## config.mk

```make
export PLATFORM = sky130hd
export DESIGN_NAME = issueStage
export DESIGN_NICKNAME = d
export VERILOG_FILES = /design/src/rtl/issuePkg.sv /design/src/rtl/isaPkg.sv /design/src/rtl/issueStage.sv /design/src/rtl/wbIssueFrontend.sv /design/src/rtl/commitTracker.sv /design/src/rtl/hazardCheck.sv /design/src/rtl/ringBufferControl.sv
export SDC_FILE = /design/constraint.sdc
export NUM_CORES = 1
export LEC_CHECK = 0
export BUFFER_PORTS_ARGS = -buffer_cell sky130_fd_sc_hd__buf_4
export CORE_UTILIZATION = 45
export CTS_BUF_LIST = sky130_fd_sc_hd__clkbuf_4 sky130_fd_sc_hd__clkbuf_8
export DETAILED_ROUTE_END_ITERATION = 6
export GPL_TIMING_DRIVEN = 0
export REMOVE_ABC_BUFFERS = 1
export SETUP_SLACK_MARGIN = 0.5
export SLEW_MARGIN = 20
export SYNTH_ARGS = -nofsm -noshare
export SYNTH_HDL_FRONTEND = slang
export SYNTH_SLANG_ARGS = --single-unit
```

## constraint.sdc

```tcl
create_clock -name clock -period 3.6 [get_ports clock]
set_input_delay 0.18 -clock clock [delete_from_list [all_inputs] [get_ports clock]]
set_output_delay 0.18 -clock clock [all_outputs]
set_load 0.01 [all_outputs]
```

## src/rtl/issuePkg.sv

```systemverilog
// Issue control definitions.
// Frontend states, hazard kinds and the Wishbone word address map.
`default_nettype none

package issuePkg;

	typedef enum logic [1:0] {
		stIdle,
		stHold,
		stAck
	} frontStateT;

	typedef enum logic [1:0] {
		hzNone,
		hzRaw,
		hzWar,
		hzWaw
	} hazardKindT;

	// Word addresses on the 2-bit adr bus
	localparam logic [1:0] ADDR_INSTR        = 2'd0;
	localparam logic [1:0] ADDR_COMMIT_COUNT = 2'd1;

	localparam int COMMIT_COUNT_WIDTH = 16;

endpackage

`default_nettype wire

```

## src/rtl/isaPkg.sv

```systemverilog
// Instruction set definitions for the issue stage.
// Opcodes, register index width, instruction word layout and fixed latencies.
`default_nettype none

package isaPkg;

	typedef enum logic [1:0] {
		opAlu,
		opMul,
		opLoad,
		opDiv
	} opcodeT;

	localparam int REG_INDEX_WIDTH = 5;
	localparam int INSTR_WIDTH     = 20;
	localparam int LATENCY_WIDTH   = 4;
	localparam int MAX_LATENCY     = 8;

	// Word layout, top bit down
	localparam int OP_MSB     = 19;
	localparam int OP_LSB     = 18;
	localparam int DST_VALID  = 17;
	localparam int DST_MSB    = 16;
	localparam int DST_LSB    = 12;
	localparam int SRC1_VALID = 11;
	localparam int SRC1_MSB   = 10;
	localparam int SRC1_LSB   = 6;
	localparam int SRC2_VALID = 5;
	localparam int SRC2_MSB   = 4;
	localparam int SRC2_LSB   = 0;

	function automatic logic [LATENCY_WIDTH-1:0] opLatency(input opcodeT op);
		case (op)
			opAlu:   return 4'd2;
			opMul:   return 4'd3;
			opLoad:  return 4'd5;
			default: return 4'd8; // opDiv
		endcase
	endfunction

endpackage

`default_nettype wire
```

## src/rtl/issueStage.sv

```systemverilog
// Top of the scoreboarded issue stage.
// Joins the Wishbone frontend, hazard check and commit tracker, and sets the table depth.
`timescale 1ns/1ps
`default_nettype none

module issueStage
	import isaPkg::*;
	import issuePkg::*;
#(
	parameter int NUM_ENTRY = 8,
	localparam int SLOT_WIDTH = $clog2(NUM_ENTRY)
)(
	input  logic                   clock,
	input  logic                   reset,
	input  logic                   cyc,
	input  logic                   stb,
	input  logic                   we,
	input  logic [1:0]             adr,
	input  logic [31:0]            datWrite,
	output logic [31:0]            datRead,
	output logic                   ack,
	output logic                   issueValid,
	output logic [INSTR_WIDTH-1:0] issueInstr,
	output logic [SLOT_WIDTH-1:0]  issueSlot,
	output logic                   commitValid,
	output logic [SLOT_WIDTH-1:0]  commitSlot,
	output hazardKindT             hazardStatus
);

	logic                   pending;
	logic [INSTR_WIDTH-1:0] instr;
	logic [MAX_LATENCY-1:0] pendingEnds;
	opcodeT                 issueOpcode;

	assign issueOpcode = opcodeT'(issueInstr[OP_MSB:OP_LSB]);

	wbIssueFrontend frontend (
		.clock(clock),
		.reset(reset),
		.cyc(cyc),
		.stb(stb),
		.we(we),
		.adr(adr),
		.datWrite(datWrite),
		.datRead(datRead),
		.ack(ack),
		.pending(pending),
		.instr(instr),
		.issueValid(issueValid),
		.commitValid(commitValid)
	);

	hazardCheck #(
		.NUM_ENTRY(NUM_ENTRY)
	) hazards (
		.clock(clock),
		.reset(reset),
		.pending(pending),
		.instr(instr),
		.commitValid(commitValid),
		.commitSlot(commitSlot),
		.pendingEnds(pendingEnds),
		.issueValid(issueValid),
		.issueInstr(issueInstr),
		.issueSlot(issueSlot),
		.hazardStatus(hazardStatus)
	);

	commitTracker #(
		.NUM_ENTRY(NUM_ENTRY)
	) tracker (
		.clock(clock),
		.reset(reset),
		.issueValid(issueValid),
		.issueSlot(issueSlot),
		.issueOpcode(issueOpcode),
		.commitValid(commitValid),
		.commitSlot(commitSlot),
		.pendingEnds(pendingEnds)
	);

endmodule

`default_nettype wire

```

## src/rtl/wbIssueFrontend.sv

```systemverilog
// Wishbone classic slave for the issue stage.
// Holds one instruction until it issues, and serves reads of the commit counter.
`timescale 1ns/1ps
`default_nettype none

module wbIssueFrontend
	import isaPkg::*;
	import issuePkg::*;
(
	input  logic                   clock,
	input  logic                   reset,
	input  logic                   cyc,
	input  logic                   stb,
	input  logic                   we,
	input  logic [1:0]             adr,
	input  logic [31:0]            datWrite,
	output logic [31:0]            datRead,
	output logic                   ack,
	output logic                   pending,
	output logic [INSTR_WIDTH-1:0] instr,
	input  logic                   issueValid,
	input  logic                   commitValid
);

	frontStateT state;
	logic [COMMIT_COUNT_WIDTH-1:0] commitCount;
	logic instrWrite;

	assign instrWrite = cyc & stb & we & (adr == ADDR_INSTR);

	always_ff @(posedge clock) begin
		if (reset) begin
			state <= stIdle;
		end else begin
			case (state)
				stIdle: begin
					if (cyc && stb)
						state <= instrWrite ? stHold : stAck;
				end
				stHold:  if (issueValid) state <= stIdle;
				stAck:   state <= stIdle;
				default: state <= stIdle;
			endcase
		end
	end

	always_ff @(posedge clock) begin
		if (state == stIdle && instrWrite)
			instr <= datWrite[INSTR_WIDTH-1:0];
	end

	always_ff @(posedge clock) begin
		if (reset)
			commitCount <= '0;
		else if (commitValid)
			commitCount <= commitCount + 1'b1;
	end

	assign pending = (state == stHold);
	assign ack     = (state == stAck) | (pending & issueValid); // Held ack is the back-pressure
	assign datRead = (state == stAck && adr == ADDR_COMMIT_COUNT) ? 32'(commitCount) : '0;

endmodule

`default_nettype wire

```

## src/rtl/commitTracker.sv

```systemverilog
// Fixed-latency completion model, one down-counter per table slot.
// Reports one commit per cycle and exposes upcoming commit cycles as a mask.
`timescale 1ns/1ps
`default_nettype none

module commitTracker
	import isaPkg::*;
#(
	parameter int NUM_ENTRY = 8,
	localparam int SLOT_WIDTH = $clog2(NUM_ENTRY)
)(
	input  logic                   clock,
	input  logic                   reset,
	input  logic                   issueValid,
	input  logic [SLOT_WIDTH-1:0]  issueSlot,
	input  opcodeT                 issueOpcode,
	output logic                   commitValid,
	output logic [SLOT_WIDTH-1:0]  commitSlot,
	output logic [MAX_LATENCY-1:0] pendingEnds
);

	logic [LATENCY_WIDTH-1:0] countdown [NUM_ENTRY];

	// Zero means idle, one means commit this cycle
	always_ff @(posedge clock) begin
		if (reset) begin
			for (int i = 0; i < NUM_ENTRY; i++)
				countdown[i] <= '0;
		end else begin
			for (int i = 0; i < NUM_ENTRY; i++) begin
				if (issueValid && issueSlot == SLOT_WIDTH'(i))
					countdown[i] <= opLatency(issueOpcode);
				else if (countdown[i] != '0)
					countdown[i] <= countdown[i] - 1'b1;
			end
		end
	end

	//////////////////////////////////////////////////
	// End mask, bit k set when a slot commits k cycles from now
	//////////////////////////////////////////////////

	always_comb begin
		commitSlot  = '0;
		pendingEnds = '0;
		for (int i = 0; i < NUM_ENTRY; i++) begin
			if (countdown[i] == LATENCY_WIDTH'(1))
				commitSlot = SLOT_WIDTH'(i);
			for (int k = 0; k < MAX_LATENCY; k++) begin
				if (countdown[i] == LATENCY_WIDTH'(k + 1))
					pendingEnds[k] = 1'b1;
			end
		end
	end

	assign commitValid = pendingEnds[0];

endmodule

`default_nettype wire

```

## src/rtl/hazardCheck.sv

```systemverilog
// Scoreboard of issued, uncommitted instructions.
// Checks the held instruction for RAW, WAR and WAW conflicts and issues it when clear.
`timescale 1ns/1ps
`default_nettype none

module hazardCheck
	import isaPkg::*;
	import issuePkg::*;
#(
	parameter int NUM_ENTRY = 8,
	localparam int SLOT_WIDTH = $clog2(NUM_ENTRY)
)(
	input  logic                   clock,
	input  logic                   reset,
	input  logic                   pending,
	input  logic [INSTR_WIDTH-1:0] instr,
	input  logic                   commitValid,
	input  logic [SLOT_WIDTH-1:0]  commitSlot,
	input  logic [MAX_LATENCY-1:0] pendingEnds,
	output logic                   issueValid,
	output logic [INSTR_WIDTH-1:0] issueInstr,
	output logic [SLOT_WIDTH-1:0]  issueSlot,
	output hazardKindT             hazardStatus
);

	localparam int END_WIDTH = $clog2(MAX_LATENCY);

	logic [INSTR_WIDTH-1:0]   entryTable [NUM_ENTRY];
	logic [NUM_ENTRY-1:0]     slotBusy;
	logic [NUM_ENTRY-1:0]     slotFree;
	logic [NUM_ENTRY-1:0]     rawHit;
	logic [NUM_ENTRY-1:0]     warHit;
	logic [NUM_ENTRY-1:0]     wawHit;
	logic [SLOT_WIDTH-1:0]    writeSlot;
	logic [SLOT_WIDTH-1:0]    readSlot;
	logic [LATENCY_WIDTH-1:0] endIndex;
	logic                     full;
	logic                     empty;
	logic                     checkActive;
	logic                     endBusy;
	logic                     issueNow;
	logic                     readEnable;
	hazardKindT               hazardKind;

	function automatic logic regMatch(
		input logic                       validA,
		input logic [REG_INDEX_WIDTH-1:0] indexA,
		input logic                       validB,
		input logic [REG_INDEX_WIDTH-1:0] indexB
	);
		return validA & validB & (indexA == indexB);
	endfunction

	//////////////////////////////////////////////////
	// Operand comparisons against every entry
	//////////////////////////////////////////////////

	always_comb begin
		for (int i = 0; i < NUM_ENTRY; i++) begin
			rawHit[i] = regMatch(instr[SRC1_VALID], instr[SRC1_MSB:SRC1_LSB],
					entryTable[i][DST_VALID], entryTable[i][DST_MSB:DST_LSB])
				| regMatch(instr[SRC2_VALID], instr[SRC2_MSB:SRC2_LSB],
					entryTable[i][DST_VALID], entryTable[i][DST_MSB:DST_LSB]);
			warHit[i] = regMatch(instr[DST_VALID], instr[DST_MSB:DST_LSB],
					entryTable[i][SRC1_VALID], entryTable[i][SRC1_MSB:SRC1_LSB])
				| regMatch(instr[DST_VALID], instr[DST_MSB:DST_LSB],
					entryTable[i][SRC2_VALID], entryTable[i][SRC2_MSB:SRC2_LSB]);
			wawHit[i] = regMatch(instr[DST_VALID], instr[DST_MSB:DST_LSB],
				entryTable[i][DST_VALID], entryTable[i][DST_MSB:DST_LSB]);
		end
	end

	always_comb begin
		if (|rawHit)
			hazardKind = hzRaw;
		else if (|warHit)
			hazardKind = hzWar;
		else if (|wawHit)
			hazardKind = hzWaw;
		else
			hazardKind = hzNone;
	end

	// Commit of a new issue would land endIndex cycles from now
	assign endIndex = opLatency(opcodeT'(instr[OP_MSB:OP_LSB])) + 1'b1;
	assign endBusy  = (endIndex < MAX_LATENCY) ? pendingEnds[endIndex[END_WIDTH-1:0]] : 1'b0;

	assign checkActive = pending & ~issueValid; // Skip the cycle of our own issue
	assign issueNow    = checkActive & (hazardKind == hzNone) & ~full & ~endBusy;

	assign slotFree   = ~slotBusy;
	assign readEnable = ~empty & slotFree[readSlot];

	//////////////////////////////////////////////////
	// Table and issue registers
	//////////////////////////////////////////////////

	always_ff @(posedge clock) begin
		if (reset) begin
			issueValid   <= 1'b0;
			hazardStatus <= hzNone;
		end else begin
			issueValid   <= issueNow;
			hazardStatus <= checkActive ? hazardKind : hzNone;
		end
	end

	always_ff @(posedge clock) begin
		if (issueNow) begin
			issueInstr <= instr;
			issueSlot  <= writeSlot;
		end
	end

	always_ff @(posedge clock) begin
		if (reset) begin
			slotBusy <= '0;
			for (int i = 0; i < NUM_ENTRY; i++)
				entryTable[i] <= '0;
		end else begin
			if (commitValid) begin
				slotBusy[commitSlot]               <= 1'b0;
				entryTable[commitSlot][DST_VALID]  <= 1'b0;
				entryTable[commitSlot][SRC1_VALID] <= 1'b0;
				entryTable[commitSlot][SRC2_VALID] <= 1'b0;
			end
			if (issueNow) begin
				slotBusy[writeSlot]   <= 1'b1;
				entryTable[writeSlot] <= instr;
			end
		end
	end

	ringBufferControl #(
		.NUM_ENTRY(NUM_ENTRY)
	) ringControl (
		.clock(clock),
		.reset(reset),
		.writeEnable(issueNow),
		.readEnable(readEnable),
		.writeSlot(writeSlot),
		.readSlot(readSlot),
		.full(full),
		.empty(empty)
	);

endmodule

`default_nettype wire

```

## src/rtl/ringBufferControl.sv

```systemverilog
// In-order slot allocation for the hazard table.
// Write side hands out slots at issue, read side retires them once freed.
`timescale 1ns/1ps
`default_nettype none

module ringBufferControl #(
	parameter int NUM_ENTRY = 8,
	localparam int SLOT_WIDTH = $clog2(NUM_ENTRY),
	localparam int COUNT_WIDTH = $clog2(NUM_ENTRY + 1)
)(
	input  logic                  clock,
	input  logic                  reset,
	input  logic                  writeEnable,
	input  logic                  readEnable,
	output logic [SLOT_WIDTH-1:0] writeSlot,
	output logic [SLOT_WIDTH-1:0] readSlot,
	output logic                  full,
	output logic                  empty
);

	logic [COUNT_WIDTH-1:0] count;

	function automatic logic [SLOT_WIDTH-1:0] nextSlot(input logic [SLOT_WIDTH-1:0] ptr);
		return (ptr == SLOT_WIDTH'(NUM_ENTRY - 1)) ? '0 : ptr + 1'b1;
	endfunction

	always_ff @(posedge clock) begin
		if (reset) begin
			writeSlot <= '0;
			readSlot  <= '0;
			count     <= '0;
		end else begin
			if (writeEnable)
				writeSlot <= nextSlot(writeSlot);
			if (readEnable)
				readSlot <= nextSlot(readSlot);
			case ({writeEnable, readEnable})
				2'b10:   count <= count + 1'b1;
				2'b01:   count <= count - 1'b1;
				default: count <= count; // Both or neither
			endcase
		end
	end

	assign full  = (count == COUNT_WIDTH'(NUM_ENTRY));
	assign empty = (count == '0);

endmodule

`default_nettype wire

```

Word level (Yosys, flattened, before mapping)
Memory sizes are Yosys's and may differ from the RTL's.
Cells that the tools add are included.
Word-level totals
  input bits: 39
  register bits after elaboration: 82
  bits in writable memories: 192
  memories: 2
  output and inout bits: 63
Operators by class
  bitwise operators: 131
  mux-type cells: 198
  $add $sub $neg: 14
  $lt $le $gt $ge: 7
  eq/ne operators: 125
  reduce and logical (&&, ||, !) cells: 36
Memory list
  hazards.entryTable: words 8, width 20, rd ports 8, clocked after memory_dff 0, wr ports 8, RTL line hazardCheck.sv:28  | logic [INSTR_WIDTH-1:0] entryTable [NUM_ENTRY];
  tracker.countdown: words 8, width 4, rd ports 8, clocked after memory_dff 0, wr ports 8, RTL line commitTracker.sv:22  | logic [LATENCY_WIDTH-1:0] countdown [NUM_ENTRY];
Operators with widths (number)
  == test 5 bit: 40
  two-way mux 1 bit: 135
  == test 4 x 3 -> 1 bit (second input constant): 32
  two-way mux 4 bit: 32
  AND 1 bit: 89
  == test 4 x 2 -> 1 bit (second input constant): 16
  two-way mux 20 bit: 2
  OR reduction 20 bit: 2
  == test 4 bit (second input constant): 9
  subtractor 4 x 1 -> 4 bit (second input constant): 9
  OR 1 bit: 33
  == test 4 x 1 -> 1 bit (second input constant): 8
  nonzero test 4 bit: 8
  two-way mux 3 bit: 8
  two-way mux 8 bit: 3
  case mux 4 bit (3 select lines): 2
  OR reduction 8 bit: 3
  == test 3 bit (second input constant): 6
  two-way mux 2 bit: 9
  adder 16 x 1 -> 16 bit (second input constant): 1
  < comparator 3 x 4 -> 1 bit (second input constant): 4
  two-way mux 16 bit: 1
  inverter 8 bit: 2
  logical AND 1 bit: 13
  22 further kinds: 44

Logic depth before layout (Yosys ltp)
An unclocked memory read counts as a cell.
  depth in word-level cells: 20
  depth in mapped cells: 19

Cells and area by module
From an unflattened synthesis, not the netlist that was laid out.
Unflattened totals
  cell total of the unflattened synthesis: 1281
  area total of the unflattened synthesis: 14930.6 um^2
By module, submodules not included
  hazardCheck: area each 9721.8 um^2, sequential area each 5235.0 um^2, cells an instance 760, instances 1
  commitTracker: area each 3026.7 um^2, sequential area each 960.9 um^2, cells an instance 317, instances 1
  wbIssueFrontend: area each 1639.1 um^2, sequential area each 960.9 um^2, cells an instance 146, instances 1
  ringBufferControl: area each 543.0 um^2, sequential area each 200.2 um^2, cells an instance 58, instances 1

Least setup slack after synthesis
Ideal clock, no wire load.
  kind: register to register
  from: mem tracker.countdown[3][0] (netlist: tracker.countdown[0][12])
  to: reg hazards.ringControl.count[3]
  setup time: 0.071 ns
  required time: 3.529 ns
  period minus slack after synthesis: 3.602 ns
  slack: -0.002 ns
  data arrival time: 3.531 ns
  buffers on the path: 3
  stages on the path, launching flop included: 20
  path through: edfxtp_1 > inv_1 > ha_1 > nand3b_1 > nand3_1 > or3_1 > o21ai_0 > o311a_1 > and4_1 > buf_4 > inv_2 > buf_6 > buf_6 > ha_1 > ha_1 > a21o_1 > a21oi_1 > xnor2_1 > or3_1 > a21oi_1
RTL lines
  start, declared: RTL line commitTracker.sv:22
  end signal, assigned: RTL line ringBufferControl.sv:38  | 2'b10: count <= count + 1'b1;
  end signal, assigned: RTL line ringBufferControl.sv:39  | 2'b01: count <= count - 1'b1;
  end signal, assigned: RTL line ringBufferControl.sv:40  | default: count <= count;
  end, declared: RTL line ringBufferControl.sv:21  | logic [COUNT_WIDTH-1:0] count;

Final worst setup path
  from: reg frontend.instr[14]
  to: reg hazards.ringControl.count[3]
On the way
  longest elaborated chain between the ends: 12
  elaborated cells between the ends (all ways): 69
Ends and longest elaborated chain
  start, declared: RTL line wbIssueFrontend.sv:20  | output logic [INSTR_WIDTH-1:0] instr,
  start signal, assigned: RTL line wbIssueFrontend.sv:49  | instr <= datWrite[INSTR_WIDTH-1:0];
  == test 5 bit: RTL line hazardCheck.sv:51  | return validA & validB & (indexA == indexB);
  AND 1 bit: RTL line hazardCheck.sv:51
  OR reduction 8 bit / OR 1 bit (equally long branches): RTL line hazardCheck.sv:78, hazardCheck.sv:66
  two-way mux 2 bit / OR reduction 8 bit (equally long branches): RTL line hazardCheck.sv:78, hazardCheck.sv:76
  two-way mux 2 bit (*): RTL line hazardCheck.sv:76  | else if (|warHit)
  two-way mux 2 bit (*): RTL line hazardCheck.sv:74  | if (|rawHit)
  logical NOT 2 bit (*): RTL line hazardCheck.sv:89  | assign issueNow = checkActive & (hazardKind == hzNone) & ~full & ~endBusy;
  AND 1 bit (*) (3 in series): RTL line hazardCheck.sv:89
  == test 2 x 1 -> 1 bit / == test 2 bit (equally long branches): RTL line ringBufferControl.sv:37  | case ({writeEnable, readEnable})
  case mux 4 bit (2 select lines) / nonzero test 2 bit (equally long branches)
Mark *: on every way between the ends. The rest lies on a longest branch, timed or not.
A chain may end at the register's enable or synchronous reset.

==> impl_metrics.ini <==
[synthesis]
synth_async_sr_flop_share_pct = 0
syn-cell-area_mm2 = 0.0148
synth_ff_type = sky130_fd_sc_hd__edfxtp_1
count_of_flip_flops_with_a_built_in_enable_after_synthesis = 219
syn_area_per_cell_um2 = 11.4
synth_seq_area_share_pct = 49.8
synth_warnings = 0
synthesis.instances = 1294
post_synth_num_cell_types = 66
yosys_register_bits = 258

[worst_setup_path]
worst_path_max_delay_cell = sky130_fd_sc_hd__edfxtp_1
timing.critical_path.fanout_max = 9
critical-path-max-stage-delay_ns = 0.48
cp_cell_sequence = buf_12 -> buf_12 -> xor2_2 -> nor4_2 -> nand4_1 -> nand4_1 -> nor4_4 -> and4_4 -> inv_8 -> ha_4 -> ha_4 -> a21o_1 -> a21oi_2 -> xnor2_1 -> or3_1 -> a21oi_1
worstSetupEndpointType = flip-flop
timing.critical_path.required_ns = 4.09
cp_data_arrival_time_ns = 3.99
worst_setup_path_start_kind = flip-flop
path_buf_inv = 3
crit_family = simple AND/OR/NAND/NOR gates
setup.worst_path.class = flip-flop to flip-flop

[pwr]
power.density_mw_per_mm2 = 494
combPwrFrac_pct = 25.6
seqPwrFrac_pct = 43.9
power_switching_share_pct = 32.2
pwr-share-clk_pct = 30.6
power_switching_mw = 2.92
max-vdd-ir-drop_uv = 296
cell_internal_pwr_mw = 6.15
cellLeakagePower_nw = 6.82

[clock_network]
cts.root.buffer_cell = sky130_fd_sc_hd__clkbuf_8
clock_path_buffers = 3
cts.clk_slew.worst_paths_ns = 0.06
clock_tree_from_tritoncts = done
clock_sinks = 258
cts-htree-levels = 2
cts_buffers = 46
clock_latency_ns = 0.60

[placement]
buffer_ports.inserted = 73
place.gp.congestion = 0.849
dpl.hpwl_um = 25000
placed_cells_incl_taps = 1742
placement.setup.worst_slack_ns = -1.38

[floorplanning]
floorplan.core_area_mm2 = 0.0320
rows = 65
floorplan.io_pins = 102
chipWidth_um = 183
design.die.area_mm2 = 0.0335
die-height_um = 183
floorplan.initialDensity_pct = 46.2

[routing]
routed_via_density = 5.64
drt.antenna.violating_nets = 0
first_iter_violations = 922
vias = 10877
routed_wire_length_um = 41700
post_drt_wl_per_cell_um = 21.6
drc_markers = 0
drt_pre_antenna_iters = 5

[cells_and_area]
antenna_cells_inserted = 0
instances_no_fill = 1929
commonest_cells_after_routing_fill_and_taps_aside = sky130_fd_sc_hd__edfxtp_1 (219), sky130_fd_sc_hd__xor2_1 (154), sky130_fd_sc_hd__buf_4 (109)
area_growth_syn_to_layout_pct = 24.3
drive_gt1_share_pct = 28.7
nets = 1543
leading_cell_type_in_the_layout_fill_and_taps_excluded = sky130_fd_sc_hd__edfxtp_1

[grt]
total_grt_overflow = 0
first_global_vias = 10639
first_pass_grt_wire_length_um = 63400
grt_usage_pct = 25.0
largest_net_degree_at_the_start_of_global_routing = 94
antenna_found_initial = 0

[sta]
timing_hold_violations_final = 0
postLayoutSetupSlackWorst_ns = 0.0971
maxClockFrequency_ghz = 0.285
finalSetupViolCount = 0
grt_setup_unrepaired = yes
final_max_tran_viols = 0
layout_min_cycle_time_ns = 3.50
timing.clock.skew_ns = 0.0405
layout_worst_path_cycle_share_pct = 97.3
slew_limit_headroom_pct = 22.7
tightestPinTransition_ns = 1.16

[run_status]
outcome = finished, final reports clean

[job]
maxCapViolCount = 0

[worst_hold_path]
min-delay-path-class = input pin to flip-flop
-- power groups by stage --
stage | registers [mW] | logic, mW | clock network (mW)
after floorplan | 3.94 | 1.47 | 0
after global placement | 4.04 | 1.97 | 0
after detailed placement | 4.04 | 2.02 | 0
after CTS | 3.97 | 2.19 | 2.82
after global routing | 4.02 | 2.57 | 2.94
final | 3.98 | 2.32 | 2.77
-- final cells by class --
type	count	area (µm²)
Clock inverter	24	154
Inverter	53	206
Sequential cell	258	7360
Tap cell	435	544
Multi-Input combinational cell	898	7110
Timing Repair Buffer	199	2220
Fill cell	2679	13600
Clock buffer	62	766
-- logic make-up (layout without fill, tap and decap cells) --
group                    Yosys count  after routing  synth area share [%]
buffers and inverters            154            338                  5.95
multiplexers                      18             18                  1.41
flip-flops                       258            258                  49.8
XOR/XNOR                         219            219                  13.0
adder cells (fa/ha/maj)           48             48                  4.12
AND/OR/NAND/NOR                  488            489                  21.0
other                              1             16                0.0254
AO/OA/AOI/OAI                    108            108                  4.70
-- metal layers --
layer | track usage [%] | vias to the layer above | share of wire, %
met1 | 34.3 | 5409 | 43
li1 | - | 4991 | -
met5 | 0 | - | 0
met3 | 3.44 | 85 | 6.2
met2 | 40.3 | 392 | 47
met4 | 8.90 | 0 | 3.1
-- state kept, by name, summed over array words and instances (netlist names) --
| name | count |
|---|---|
| hazards.issueValid | 1 |
| hazards.ringControl.readSlot | 3 |
| frontend.commitCount | 16 |
| hazards.issueInstr | 20 |
| frontend.instr | 20 |
| frontend.state | 2 |
| hazards.ringControl.writeSlot | 3 |
| hazards.ringControl.count | 4 |
| hazards.hazardStatus | 2 |
| tracker.countdown | 32 |
| hazards.issueSlot | 3 |
| hazards.slotBusy | 8 |
| hazards.entryTable | 144 |
-- worst register-to-register path: stages (launching register included) --
cell and delay, ns:
sky130_fd_sc_hd__edfxtp_1 0.48, sky130_fd_sc_hd__buf_12 0.19, sky130_fd_sc_hd__buf_12 0.15, sky130_fd_sc_hd__xor2_2 0.17, sky130_fd_sc_hd__nor4_2 0.08, sky130_fd_sc_hd__nand4_1 0.12
sky130_fd_sc_hd__nand4_1 0.18, sky130_fd_sc_hd__nor4_4 0.42, sky130_fd_sc_hd__and4_4 0.33, sky130_fd_sc_hd__inv_8 0.05, sky130_fd_sc_hd__ha_4 0.17, sky130_fd_sc_hd__ha_4 0.20
sky130_fd_sc_hd__a21o_1 0.16, sky130_fd_sc_hd__a21oi_2 0.13, sky130_fd_sc_hd__xnor2_1 0.09, sky130_fd_sc_hd__or3_1 0.37, sky130_fd_sc_hd__a21oi_1 0.12
-- what timing repair did --
action	4_1_cts	5_1_grt
setup buffers	52	11
hold endpoints to repair	22	0
endpoints found under the setup margin	327	287
resized for setup	88	32
hold buffers	24	0
cloned	13	1
pin swaps	33	16
-- stage by stage --
stage	hold slack [ns]	cell area, µm²	power [mW]	TNS [ns]	util (%)
after detailed placement	0.359	15700	6.06	-233.21	49.0
after global placement	0.359	15200	6.00	-1155.82	47.7
after floorplan	0.249	14100	5.41	-450.16	-
after CTS	0.0400	18000	8.98	0	56.5
after global routing	0.0628	18400	9.53	-0.00123	57.4
final	0.0645	18400	9.07	0	57.4
-- worst paths after layout --
check	start	end	slack, ns	depth (start not counted)
setup / recovery	frontend.instr[14]$_DFFE_PP_	hazards.ringControl.count[3]$_SDFFE_PP0P_	0.1	16
hold / removal	adr[1]	frontend.state[1]$_SDFFE_PP0P_	0.06	3
setup reg to reg	frontend.instr[14]$_DFFE_PP_	hazards.ringControl.count[3]$_SDFFE_PP0P_	0.1	16
hold reg to reg	hazards.slotBusy[1]$_SDFF_PP0_	hazards.slotBusy[1]$_SDFF_PP0_	0.46	2
-- synthesized netlist by cell type, drive strengths merged, types with 3 or more instances --
master | count | area share [%]
edfxtp | 219 | 45
xor2 | 173 | 10
nor3 | 138 | 7.7
nor2 | 79 | 2.0
buf | 64 | 3.7
nor4 | 60 | 2.6
nand4 | 55 | 2.3
inv | 53 | 1.3
ha | 47 | 4.0
xnor2 | 46 | 2.7
dfxtp | 39 | 5.3
clkbuf | 37 | 0.95
nand2 | 36 | 0.91
a21oi | 33 | 1.1
nand3b | 30 | 1.5
o21ai | 25 | 0.85
nand3 | 22 | 0.75
and2 | 20 | 0.85
mux2i | 13 | 0.88
or3 | 13 | 0.55
a211oi | 10 | 0.51
o21bai | 9 | 0.46
o22a | 7 | 0.42
nand2b | 6 | 0.25
nor2b | 6 | 0.25
or3b | 6 | 0.36
and3 | 4 | 0.17
a311oi | 3 | 0.18
mux2 | 3 | 0.23
nor4b | 3 | 0.18
No activity file was read; power rests on OpenSTA's default activity.
